==> src/hdl/cc_cfg_pkg.sv <==
// Core complex fabric configuration
// Bus widths, accelerator port count and the data address map

package cc_cfg_pkg;

  // --------------------------------------------------------------------------
  // Bus widths
  // --------------------------------------------------------------------------
  localparam int unsigned AddrWidth = 32;
  localparam int unsigned DataWidth = 32;
  localparam int unsigned IdWidth   = 5;

  // Accelerator offload ports
  localparam int unsigned NumAccPorts = 4;
  localparam int unsigned AccSelWidth = 2;

  // --------------------------------------------------------------------------
  // Data address map
  // --------------------------------------------------------------------------
  // TCDM window is 2**TcdmAddrWidth bytes, aligned to its own size
  localparam int unsigned          TcdmAddrWidth  = 12;
  localparam logic [AddrWidth-1:0] TcdmAliasStart = 32'h7000_0000;

  // Outstanding data requests and the order queue sizing
  localparam int unsigned RspOrderDepth = 4;
  localparam int unsigned OrderPtrWidth = $clog2(RspOrderDepth);
  localparam int unsigned OrderCntWidth = OrderPtrWidth + 1;

endpackage

==> src/hdl/cc_types_pkg.sv <==
// Core complex fabric types
// Payload types of the offload and data streams

package cc_types_pkg;

  import cc_cfg_pkg::*;

  // Data stream payload
  typedef logic [AddrWidth-1:0] addr_t;
  typedef logic [DataWidth-1:0] data_t;

  // Offload stream payload
  typedef logic [IdWidth-1:0]     acc_id_t;
  typedef logic [AccSelWidth-1:0] acc_sel_t;

  // Where a data request ends up
  typedef enum logic {
    MEM_SOC  = 1'b0,
    MEM_TCDM = 1'b1
  } mem_dst_e;

endpackage

==> src/hdl/offload_demux.sv <==
// Offload request demultiplexer
// Raises the valid of the one accelerator port named by the target field
// and returns that port's ready to the core

`timescale 1ns/1ps

module offload_demux
  import cc_cfg_pkg::*;
  import cc_types_pkg::*;
(
  input  logic                   acc_q_valid_i,
  output logic                   acc_q_ready_o,
  input  acc_sel_t               acc_q_sel_i,
  output logic [NumAccPorts-1:0] acc_port_q_valid_o,
  input  logic [NumAccPorts-1:0] acc_port_q_ready_i
);

  // One-hot valid toward the selected port only
  always_comb begin
    acc_port_q_valid_o              = '0;
    acc_port_q_valid_o[acc_q_sel_i] = acc_q_valid_i;
  end

  // Ready comes back from the same port
  assign acc_q_ready_o = acc_port_q_ready_i[acc_q_sel_i];

endmodule

==> src/hdl/offload_rsp_arbiter.sv <==
// Offload response arbiter
// Round-robin merge of the accelerator response streams toward the core

`timescale 1ns/1ps

module offload_rsp_arbiter
  import cc_cfg_pkg::*;
  import cc_types_pkg::*;
(
  input  logic                      clk_i,
  input  logic                      rst_ni,
  // Accelerator side
  input  logic    [NumAccPorts-1:0] acc_port_p_valid_i,
  output logic    [NumAccPorts-1:0] acc_port_p_ready_o,
  input  acc_id_t [NumAccPorts-1:0] acc_port_p_id_i,
  input  data_t   [NumAccPorts-1:0] acc_port_p_data_i,
  input  logic    [NumAccPorts-1:0] acc_port_p_error_i,
  // Core side
  output logic                      acc_p_valid_o,
  input  logic                      acc_p_ready_i,
  output acc_id_t                   acc_p_id_o,
  output data_t                     acc_p_data_o,
  output logic                      acc_p_error_o
);

  acc_sel_t rr_ptr_q;
  acc_sel_t grant_idx;
  logic     grant_found;

  // Search upward from the pointer, wrapping around
  always_comb begin
    acc_sel_t cand_idx;
    grant_found = 1'b0;
    grant_idx   = rr_ptr_q;
    for (int unsigned i = 0; i < NumAccPorts; i++) begin
      cand_idx = acc_sel_t'(rr_ptr_q + i);
      if (!grant_found && acc_port_p_valid_i[cand_idx]) begin
        grant_found = 1'b1;
        grant_idx   = cand_idx;
      end
    end
  end

  // Granted payload to the core
  assign acc_p_valid_o = grant_found;
  assign acc_p_id_o    = acc_port_p_id_i[grant_idx];
  assign acc_p_data_o  = acc_port_p_data_i[grant_idx];
  assign acc_p_error_o = acc_port_p_error_i[grant_idx];

  // Only the granted port sees ready
  always_comb begin
    acc_port_p_ready_o            = '0;
    acc_port_p_ready_o[grant_idx] = grant_found & acc_p_ready_i;
  end

  // Priority moves past the winner on every handshake
  always_ff @(posedge clk_i) begin
    if (rst_ni) begin
      rr_ptr_q <= '0;
    end else if (acc_p_valid_o && acc_p_ready_i) begin
      rr_ptr_q <= grant_idx + 1'b1;
    end
  end

endmodule

==> src/hdl/data_addr_router.sv <==
// Data address router
// Decodes each request against the TCDM and alias windows, steers it to
// the TCDM or SoC port and returns the responses in request order

`timescale 1ns/1ps

module data_addr_router
  import cc_cfg_pkg::*;
  import cc_types_pkg::*;
(
  input  logic  clk_i,
  input  logic  rst_ni,
  input  addr_t tcdm_base_i,
  // Core side
  input  logic  mem_q_valid_i,
  output logic  mem_q_ready_o,
  input  addr_t mem_q_addr_i,
  input  logic  mem_q_write_i,
  input  data_t mem_q_wdata_i,
  output logic  mem_p_valid_o,
  input  logic  mem_p_ready_i,
  output data_t mem_p_rdata_o,
  // TCDM side
  output logic  tcdm_q_valid_o,
  input  logic  tcdm_q_ready_i,
  output addr_t tcdm_q_addr_o,
  output logic  tcdm_q_write_o,
  output data_t tcdm_q_wdata_o,
  input  logic  tcdm_p_valid_i,
  output logic  tcdm_p_ready_o,
  input  data_t tcdm_p_rdata_i,
  // SoC side
  output logic  soc_q_valid_o,
  input  logic  soc_q_ready_i,
  output addr_t soc_q_addr_o,
  output logic  soc_q_write_o,
  output data_t soc_q_wdata_o,
  input  logic  soc_p_valid_i,
  output logic  soc_p_ready_o,
  input  data_t soc_p_rdata_i
);

  mem_dst_e                 req_dst;
  mem_dst_e                 head_dst;
  logic                     hit_base;
  logic                     hit_alias;
  logic                     q_full;
  logic                     q_empty;
  logic                     push;
  logic                     pop;
  mem_dst_e                 dst_q [RspOrderDepth];
  logic [OrderPtrWidth-1:0] wr_ptr_q;
  logic [OrderPtrWidth-1:0] rd_ptr_q;
  logic [OrderCntWidth-1:0] count_q;

  // --------------------------------------------------------------------------
  // Address decode
  // --------------------------------------------------------------------------
  assign hit_base  = mem_q_addr_i[AddrWidth-1:TcdmAddrWidth]
                     == tcdm_base_i[AddrWidth-1:TcdmAddrWidth];
  assign hit_alias = mem_q_addr_i[AddrWidth-1:TcdmAddrWidth]
                     == TcdmAliasStart[AddrWidth-1:TcdmAddrWidth];
  assign req_dst   = (hit_base || hit_alias) ? MEM_TCDM : MEM_SOC;

  // --------------------------------------------------------------------------
  // Request steering
  // --------------------------------------------------------------------------
  assign q_full  = (count_q == OrderCntWidth'(RspOrderDepth));
  assign q_empty = (count_q == '0);

  // Nothing leaves while the order queue cannot take another entry
  assign tcdm_q_valid_o = mem_q_valid_i & ~q_full & (req_dst == MEM_TCDM);
  assign soc_q_valid_o  = mem_q_valid_i & ~q_full & (req_dst == MEM_SOC);
  assign mem_q_ready_o  = ~q_full &
                          ((req_dst == MEM_TCDM) ? tcdm_q_ready_i : soc_q_ready_i);

  // Payload is shared by both sides
  assign tcdm_q_addr_o  = mem_q_addr_i;
  assign tcdm_q_write_o = mem_q_write_i;
  assign tcdm_q_wdata_o = mem_q_wdata_i;
  assign soc_q_addr_o   = mem_q_addr_i;
  assign soc_q_write_o  = mem_q_write_i;
  assign soc_q_wdata_o  = mem_q_wdata_i;

  // --------------------------------------------------------------------------
  // Response ordering
  // --------------------------------------------------------------------------
  assign head_dst = dst_q[rd_ptr_q];

  // Only the side at the head may answer
  assign mem_p_valid_o  = ~q_empty &
                          ((head_dst == MEM_TCDM) ? tcdm_p_valid_i : soc_p_valid_i);
  assign mem_p_rdata_o  = (head_dst == MEM_TCDM) ? tcdm_p_rdata_i : soc_p_rdata_i;
  assign tcdm_p_ready_o = ~q_empty & (head_dst == MEM_TCDM) & mem_p_ready_i;
  assign soc_p_ready_o  = ~q_empty & (head_dst == MEM_SOC) & mem_p_ready_i;

  assign push = mem_q_valid_i & mem_q_ready_o;
  assign pop  = mem_p_valid_o & mem_p_ready_i;

  // Destination storage
  always_ff @(posedge clk_i) begin
    if (push) begin
      dst_q[wr_ptr_q] <= req_dst;
    end
  end

  // Pointers and occupancy
  always_ff @(posedge clk_i) begin
    if (rst_ni) begin
      wr_ptr_q <= '0;
      rd_ptr_q <= '0;
      count_q  <= '0;
    end else begin
      if (push) begin
        wr_ptr_q <= wr_ptr_q + 1'b1;
      end
      if (pop) begin
        rd_ptr_q <= rd_ptr_q + 1'b1;
      end
      case ({push, pop})
        2'b10:   count_q <= count_q + 1'b1;
        2'b01:   count_q <= count_q - 1'b1;
        default: count_q <= count_q;
      endcase
    end
  end

endmodule

==> src/hdl/core_complex_fabric.sv <==
// Core complex routing fabric
// Offload steering and response merge plus the data memory router

`timescale 1ns/1ps

module core_complex_fabric
  import cc_cfg_pkg::*;
  import cc_types_pkg::*;
(
  input  logic                      clk_i,
  input  logic                      rst_ni,
  input  addr_t                     tcdm_base_i,
  // Offload request from the core
  input  logic                      acc_q_valid_i,
  output logic                      acc_q_ready_o,
  input  acc_sel_t                  acc_q_sel_i,
  input  acc_id_t                   acc_q_id_i,
  input  data_t                     acc_q_data_i,
  // Offload requests to the accelerators
  output logic    [NumAccPorts-1:0] acc_port_q_valid_o,
  input  logic    [NumAccPorts-1:0] acc_port_q_ready_i,
  output acc_id_t [NumAccPorts-1:0] acc_port_q_id_o,
  output data_t   [NumAccPorts-1:0] acc_port_q_data_o,
  // Offload responses from the accelerators
  input  logic    [NumAccPorts-1:0] acc_port_p_valid_i,
  output logic    [NumAccPorts-1:0] acc_port_p_ready_o,
  input  acc_id_t [NumAccPorts-1:0] acc_port_p_id_i,
  input  data_t   [NumAccPorts-1:0] acc_port_p_data_i,
  input  logic    [NumAccPorts-1:0] acc_port_p_error_i,
  // Offload response to the core
  output logic                      acc_p_valid_o,
  input  logic                      acc_p_ready_i,
  output acc_id_t                   acc_p_id_o,
  output data_t                     acc_p_data_o,
  output logic                      acc_p_error_o,
  // Data stream from the core
  input  logic                      mem_q_valid_i,
  output logic                      mem_q_ready_o,
  input  addr_t                     mem_q_addr_i,
  input  logic                      mem_q_write_i,
  input  data_t                     mem_q_wdata_i,
  output logic                      mem_p_valid_o,
  input  logic                      mem_p_ready_i,
  output data_t                     mem_p_rdata_o,
  // TCDM port
  output logic                      tcdm_q_valid_o,
  input  logic                      tcdm_q_ready_i,
  output addr_t                     tcdm_q_addr_o,
  output logic                      tcdm_q_write_o,
  output data_t                     tcdm_q_wdata_o,
  input  logic                      tcdm_p_valid_i,
  output logic                      tcdm_p_ready_o,
  input  data_t                     tcdm_p_rdata_i,
  // SoC port
  output logic                      soc_q_valid_o,
  input  logic                      soc_q_ready_i,
  output addr_t                     soc_q_addr_o,
  output logic                      soc_q_write_o,
  output data_t                     soc_q_wdata_o,
  input  logic                      soc_p_valid_i,
  output logic                      soc_p_ready_o,
  input  data_t                     soc_p_rdata_i
);

  // Offload payload goes to every accelerator, only valid is steered
  assign acc_port_q_id_o   = {NumAccPorts{acc_q_id_i}};
  assign acc_port_q_data_o = {NumAccPorts{acc_q_data_i}};

  // --------------------------------------------------------------------------
  // Offload path
  // --------------------------------------------------------------------------
  offload_demux u_offload_demux (
    .acc_q_valid_i      (acc_q_valid_i),
    .acc_q_ready_o      (acc_q_ready_o),
    .acc_q_sel_i        (acc_q_sel_i),
    .acc_port_q_valid_o (acc_port_q_valid_o),
    .acc_port_q_ready_i (acc_port_q_ready_i)
  );

  offload_rsp_arbiter u_offload_rsp_arbiter (
    .clk_i              (clk_i),
    .rst_ni             (rst_ni),
    .acc_port_p_valid_i (acc_port_p_valid_i),
    .acc_port_p_ready_o (acc_port_p_ready_o),
    .acc_port_p_id_i    (acc_port_p_id_i),
    .acc_port_p_data_i  (acc_port_p_data_i),
    .acc_port_p_error_i (acc_port_p_error_i),
    .acc_p_valid_o      (acc_p_valid_o),
    .acc_p_ready_i      (acc_p_ready_i),
    .acc_p_id_o         (acc_p_id_o),
    .acc_p_data_o       (acc_p_data_o),
    .acc_p_error_o      (acc_p_error_o)
  );

  // --------------------------------------------------------------------------
  // Data memory path
  // --------------------------------------------------------------------------
  data_addr_router u_data_addr_router (
    .clk_i          (clk_i),
    .rst_ni         (rst_ni),
    .tcdm_base_i    (tcdm_base_i),
    .mem_q_valid_i  (mem_q_valid_i),
    .mem_q_ready_o  (mem_q_ready_o),
    .mem_q_addr_i   (mem_q_addr_i),
    .mem_q_write_i  (mem_q_write_i),
    .mem_q_wdata_i  (mem_q_wdata_i),
    .mem_p_valid_o  (mem_p_valid_o),
    .mem_p_ready_i  (mem_p_ready_i),
    .mem_p_rdata_o  (mem_p_rdata_o),
    .tcdm_q_valid_o (tcdm_q_valid_o),
    .tcdm_q_ready_i (tcdm_q_ready_i),
    .tcdm_q_addr_o  (tcdm_q_addr_o),
    .tcdm_q_write_o (tcdm_q_write_o),
    .tcdm_q_wdata_o (tcdm_q_wdata_o),
    .tcdm_p_valid_i (tcdm_p_valid_i),
    .tcdm_p_ready_o (tcdm_p_ready_o),
    .tcdm_p_rdata_i (tcdm_p_rdata_i),
    .soc_q_valid_o  (soc_q_valid_o),
    .soc_q_ready_i  (soc_q_ready_i),
    .soc_q_addr_o   (soc_q_addr_o),
    .soc_q_write_o  (soc_q_write_o),
    .soc_q_wdata_o  (soc_q_wdata_o),
    .soc_p_valid_i  (soc_p_valid_i),
    .soc_p_ready_o  (soc_p_ready_o),
    .soc_p_rdata_i  (soc_p_rdata_i)
  );

endmodule

==> config.mk <==
export PLATFORM = sky130hd
export DESIGN_NAME = core_complex_fabric
export DESIGN_NICKNAME = d
export VERILOG_FILES = /design/src/hdl/cc_cfg_pkg.sv /design/src/hdl/cc_types_pkg.sv /design/src/hdl/offload_demux.sv /design/src/hdl/offload_rsp_arbiter.sv /design/src/hdl/data_addr_router.sv /design/src/hdl/core_complex_fabric.sv
export SDC_FILE = /design/constraint.sdc
export NUM_CORES = 1
export LEC_CHECK = 0
export ABC_AREA = 1
export BUFFER_PORTS_ARGS = -buffer_cell sky130_fd_sc_hd__buf_2
export CAP_MARGIN = 30
export CORE_AREA = 10 10 275 277
export CTS_CLUSTER_SIZE = 25
export DETAILED_ROUTE_END_ITERATION = 10
export DIE_AREA = 0 0 285 287
export SETUP_SLACK_MARGIN = 0.3
export SYNTH_ARGS = -nofsm -noshare
export SYNTH_HDL_FRONTEND = slang
export SYNTH_HIERARCHICAL = 1
export SYNTH_SLANG_ARGS = --single-unit
export TNS_END_PERCENT = 100
==> constraint.sdc <==
create_clock -name clk_i -period 4.8 [get_ports clk_i]
set_input_delay 0.96 -clock clk_i [delete_from_list [all_inputs] [get_ports clk_i]]
set_output_delay 0.96 -clock clk_i [all_outputs]
set_load 0.02 [all_outputs]
## After elaboration in Yosys (flattened, before gate mapping)

Memory sizes are Yosys's and may differ from the RTL's. A register that Yosys moved wholly into a read port is not among the register bits.
Cells that the tools add are included.

- $add $sub $neg: 8
- Magnitude comparators: 8
- Equality and inequality tests: 5
- Mux-type cells: 36
- Bitwise gates (word level): 18
- Reductions and logical operators: 12

Operator list:

| cell | count |
|---|---|
| binary-select mux 32 bit (select 2 bit) | 1 |
| 2-to-1 mux 32 bit | 2 |
| equality test 20 x 19 -> 1 bit (second input constant) | 1 |
| equality test 20 bit | 1 |
| < comparator 2 x 3 -> 1 bit (second input constant) | 6 |
| 2-to-1 mux 1 bit | 17 |
| AND 1 bit | 12 |
| binary-select mux 1 bit (select 2 bit) | 6 |
| binary-select mux 5 bit (select 2 bit) | 1 |
| 2-to-1 mux 2 bit | 5 |
| adder 2 x 1 -> 2 bit (second input constant) | 4 |
| AND 4 bit | 2 |
| logical AND 1 bit | 6 |
| case mux 3 bit (2 select lines) | 1 |
| 2-to-1 mux 5 bit | 1 |
| adder 2 bit (second input constant) | 2 |
| demux 1 bit (select 2 bit) | 2 |
| greater-or-equal comparator 2 x 1 -> 1 bit (second input constant) | 2 |
| inverter 1 bit | 4 |
| adder 3 x 1 -> 3 bit (second input constant) | 1 |
| equality test 3 bit (second input constant) | 1 |
| logical NOT 1 bit | 3 |
| logical NOT 3 bit | 1 |
| subtractor 3 x 1 -> 3 bit (second input constant) | 1 |
| other kinds (4) | 4 |

- Bits in registers: 9
- Bits in writable memories: 4
- Input bits: 370
- Memories kept: 1

Memories:

| memory | depth | bits a word | read ports | clocked after memory_dff | write ports | line | source |
|---|---|---|---|---|---|---|---|
| u_data_addr_router.dst_q | 4 | 1 | 1 | 1 | 1 | data_addr_router.sv:51 | `mem_dst_e dst_q [RspOrderDepth];` |

## Longest topological paths before layout

- Depth in word-level cells: 17
- Gate-level depth with buffers: 17
- Mapped depth without buffers: 17

## Cells and area by module

Netlist, hierarchy kept.

By module, submodules not included:

| module | times used | cells each | area each (um^2) | seq. area each (um^2) |
|---|---|---|---|---|
| data_addr_router | 1 | 366 | 2565.0 | 300.3 |
| offload_rsp_arbiter | 1 | 388 | 1801.7 | 40.0 |
| core_complex_fabric | 1 | 148 | 1111.1 | 0.0 |
| offload_demux | 1 | 16 | 65.1 | 0.0 |

## Least setup slack after synthesis

Ideal clock, no wire load.

- Kind: input to output
- Start point: input acc_port_p_valid_i[1]
- End point: output acc_port_p_ready_o[3]
- Arrival: 2236 ps
- Required time: 3840 ps
- Path slack: 1604 ps
- Cell stages on the path: 11
- Buffers on the path: 2
- Path through: inv_1 nand2_1 nand3_1 nand2_1 nor2_4 nand4_2 nand2_2 inv_2 buf_6 buf_6 nor3_2

- Longest elaborated chain between the ends: 17
- Elaborated cells on any way between the ends: 28

RTL lines:

| item | line | source |
|---|---|---|
| start: declaration | core_complex_fabric.sv:25 | `input logic [NumAccPorts-1:0] acc_port_p_valid_i,` |
| binary-select mux 1 bit (select 2 bit) | offload_rsp_arbiter.sv:37 | `if (!grant_found && acc_port_p_valid_i[cand_idx]) begin` |
| 2-to-1 mux 1 bit (implied by the code) | offload_rsp_arbiter.sv:37 |  |
| 2-to-1 mux 1 bit | offload_rsp_arbiter.sv:37 |  |
| logical NOT 1 bit | offload_rsp_arbiter.sv:37 |  |
| logical AND 1 bit | offload_rsp_arbiter.sv:37 |  |
| 2-to-1 mux 1 bit | offload_rsp_arbiter.sv:37 |  |
| logical NOT 1 bit | offload_rsp_arbiter.sv:37 |  |
| logical AND 1 bit | offload_rsp_arbiter.sv:37 |  |
| 2-to-1 mux 1 bit | offload_rsp_arbiter.sv:37 |  |
| logical NOT 1 bit | offload_rsp_arbiter.sv:37 |  |
| logical AND 1 bit | offload_rsp_arbiter.sv:37 |  |
| 2-to-1 mux 2 bit | offload_rsp_arbiter.sv:37 |  |
| < comparator 2 x 3 -> 1 bit (implied by the code) / greater-or-equal comparator 2 x 1 -> 1 bit (equally long branches) | offload_rsp_arbiter.sv:53 | `acc_port_p_ready_o[grant_idx] = grant_found & acc_p_ready_i;` |
| logical AND 1 bit (implied by the code) | offload_rsp_arbiter.sv:53 |  |
| 2-to-1 mux 1 bit (implied by the code) | offload_rsp_arbiter.sv:53 |  |
| demux 1 bit (select 2 bit) | - |  |
| AND 4 bit (no line) (*) | - |  |
| end: declaration | core_complex_fabric.sv:26 | `output logic [NumAccPorts-1:0] acc_port_p_ready_o,` |

Mark *: on every way between the ends. The rest lies on a longest branch, timed or not. The select of a mux whose other input is x is not followed.

## Worst setup path after layout

- Start point: register u_offload_rsp_arbiter.rr_ptr_q[0]
- End point: output acc_p_id_o[3]

- Longest elaborated chain between the ends: 14
- Elaborated cells on any way between the ends: 25

RTL lines:

| item | line | source |
|---|---|---|
| start: declaration | offload_rsp_arbiter.sv:26 | `acc_sel_t rr_ptr_q;` |
| start signal: assignment | offload_rsp_arbiter.sv:61 | `rr_ptr_q <= grant_idx + 1'b1;` |
| parallel branches: the longest is 11 deep, another holds adder 2 x 1 -> 2 bit | - |  |
| 2-to-1 mux 2 bit (*) | offload_rsp_arbiter.sv:37 |  |
| binary-select mux 5 bit (select 2 bit) (*) | offload_rsp_arbiter.sv:46 | `assign acc_p_id_o = acc_port_p_id_i[grant_idx];` |
| 2-to-1 mux 5 bit (implied by the code) (*) | offload_rsp_arbiter.sv:46 |  |
| end: declaration | core_complex_fabric.sv:33 | `output acc_id_t acc_p_id_o,` |

Mark *: on every way between the ends. The select of a mux whose other input is x is not followed.

==> impl_metrics.env <==
export IMPL_outcome="complete, no violations"
export IMPL_yosysWarnings=6
export IMPL_ys_ff_latch=15
export IMPL_viasPerCell=2.979
export IMPL_synthTopCellsByArea="buf_4 38%, nand2_1 18%, nand3_1 12%, mux2_2 6.5%, dfxtp_1 4.0%"
export IMPL_layout_setup_ws_ns=0.8193
export IMPL_p_leak_nw=3.461
export IMPL_cts_root_buf="clkbuf_16"
export IMPL_die_w_microns=285
export IMPL_grt_ovfl_total=0
export IMPL_r2r_setup_slack_ns=2.21
export IMPL_ir_worst_vdd_uv=827.4
export IMPL_timing_final_crit_share_pct=82.93
export IMPL_cts_hold_fix_buffers=0
export IMPL_initial_core_util_pct=7.943
export IMPL_track_usage_pct=6.977
export IMPL_period_needed_ns=3.981
export IMPL_syn_area_sq_mm=0.005543
export IMPL_synth_commonest_cells="283 x buf_4, 269 x nand2_1, 134 x nand3_1"
export IMPL_yosysTopAreaCell="buf_4"
export IMPL_fmax_mhz=251.2
export IMPL_dieArea_sq_mm=0.08180
export IMPL_grt_antenna_before_repair=21
export IMPL_maxSlewHeadroom_pct=60.09
export IMPL_cts_setup_buffers=0
export IMPL_ys_types=35
export IMPL_cp_required_ns=3.84
export IMPL_rsz0062_at_grt="no"
export IMPL_fillCellCount=8235
export IMPL_wire_per_inst_microns=15.95
export IMPL_portBuffers=401
export IMPL_first_pass_iters=4
export IMPL_synth_compound_area_share_pct=1.490
export IMPL_synthToLayoutAreaGrowth_pct=19.59
export IMPL_cts_buffers=3
export IMPL_yosysSeqAreaShare_pct=6.140
export IMPL_slew_viol_final=0
export IMPL_synth_top_cell_area_share_pct=38.33
export IMPL_synthArstFlopShare_pct=0
export IMPL_coreArea_sq_mm=0.06979
export IMPL_postPlaceCellArea_sq_mm=0.006536
export IMPL_synth_most_common_cell="buf_4"
export IMPL_die_h_microns=287
export IMPL_clk_latency_ns=0.24
export IMPL_syn_inst=918
export IMPL_final_cell_area_sq_mm=0.006629
export IMPL_clock_sinks=15
export IMPL_avgSynthCellArea_sq_um=6.038
export IMPL_drv_cap=0
export IMPL_tns_ns=0
export IMPL_layout_nets=1398
export IMPL_num_vias=5854
export IMPL_synth_top_family_by_area="buffers and inverters"
export IMPL_synth_edf_count=4
export IMPL_drive_above_1_share_pct=47.21
export IMPL_htree_levels=1
export IMPL_io_pins=734
export IMPL_dpl_hpwl_mm=28.41
export IMPL_grt_pass1_wl_mm=41.75
export IMPL_rows=97
export IMPL_clkTransAtPathRegs_ns=0.05
export IMPL_gp_congestion=0.8067
export IMPL_cts_resized=0
export IMPL_synth_simple_area_share_pct=37.34
export IMPL_crit_fanout=60
export IMPL_hp_class="reg -> reg"
export IMPL_ant_nets=0
export IMPL_synth_fa_ha_area_share_pct=1.490
export IMPL_hold_viol=0
export IMPL_endpoint_kind="primary output"
export IMPL_synth_main_ff_cell="dfxtp_1"
export IMPL_pre_cts_ws_ns=0.7779
export IMPL_finalSetupViolations=0
export IMPL_drt_iter0_drc=244
export IMPL_p_per_area_mw_per_mm2=730.0
export IMPL_worst_pin_slew_ns=0.5941
export IMPL_crit_type="reg -> out"
export IMPL_grt_max_degree=74
export IMPL_crit_arrival_ns=3.02
export IMPL_cts_tree="built"
export IMPL_synth_nets=1294
export IMPL_synth_xor_area_share_pct=0.7901
export IMPL_drcViolationCount=0
export IMPL_wl_mm=31.34
export IMPL_skew_ns=0.0008500
export IMPL_crit_path_start_kind="flop"
export IMPL_muxShareOfSynthArea_pct=6.501
export IMPL_clk_path_buf_depth=2
export IMPL_grt_pass1_vias=5923
[cell families after synthesis]
group,Yosys count
AND/OR/NAND/NOR,468
buffers and inverters,377
multiplexers,32
AO/OA/AOI/OAI,15
XOR/XNOR,5
adder cells (fa/ha/maj),6
flip-flops,15
[area by class of cell]
cell class	instances	area (sq um)	area share, %
multi-input cells	526	2644	39.88
repair buffers	411	2132	32.16
well taps	940	1176	17.74
flip-flops and latches	15	340.3	5.134
inverters	65	244.0	3.681
clock buffers	3	75.07	1.133
diodes	4	10.01	0.1510
clock inverters	1	7.507	0.1133
[worst max-delay path, cell delays in order (launching register included)]
cell     delay (ns)
dfxtp_1        0.60
inv_2          0.21
nand2_1        0.10
nand2_1        0.12
nand2_1        0.10
nand2_2        0.09
nand2_1        0.09
nand2_1        0.05
nand2_1        0.07
nand2_1        0.07
nand2_4        0.12
buf_12         0.23
nand2_1        0.09
nand2_1        0.34
nand2_1        0.09
nand3_1        0.09
buf_2          0.17
[per-stage QoR]
stage          utilization [%]  hold slack, ns  instances  total power (W)
3_3_place_gp             9.366          0.4589       1957         0.004807
5_1_grt                  9.485          0.5001       1961         0.005349
3_5_place_dp             9.366          0.4646       1957         0.004791
4_1_cts                  9.485          0.4744       1961         0.004971
2_1_floorplan                -          0.4417        918         0.003497
6_report                 9.499          0.4670       1965         0.004839
[power by group]
part           switching [W]  internal (W)
sequential         0.0000321      0.000145
clock              0.0000521      0.000112
combinational        0.00313       0.00137
[layout by cell type, fill, tap and decap left out, drive strengths merged, types with 5 or more instances in the layout]
cell type  netlist  layout
nand2          278     278
a21oi            7       7
inv             65      65
ha               5       5
buf            312     411
nor2            34      34
nor3             9       9
nand3          138     138
o21ai            6       6
nand4            6       6
mux2            32      32
dfxtp           11      11
[routing by layer]
metal  up-vias  track usage, %  part of all wire [%]
li1       2820               -                     -
met1      2460           7.367                    36
met2       468           9.952                    40
met3        96           5.769                    20
met4        10           2.908                   4.2
met5         -               0                  0.19
[worst paths after layout]
kind / from / to / cells past startpoint
worst max-delay path: u_offload_rsp_arbiter/rr_ptr_q[0] / acc_p_id_o[3] / 16
worst min-delay path: u_data_addr_router/rd_ptr_q[1] / flop / 2
worst max register to register: flop / u_data_addr_router/count_q[2] / 15
worst min register to register: u_data_addr_router/rd_ptr_q[1] / flop / 2
Power figures use the tool's default switching activity.
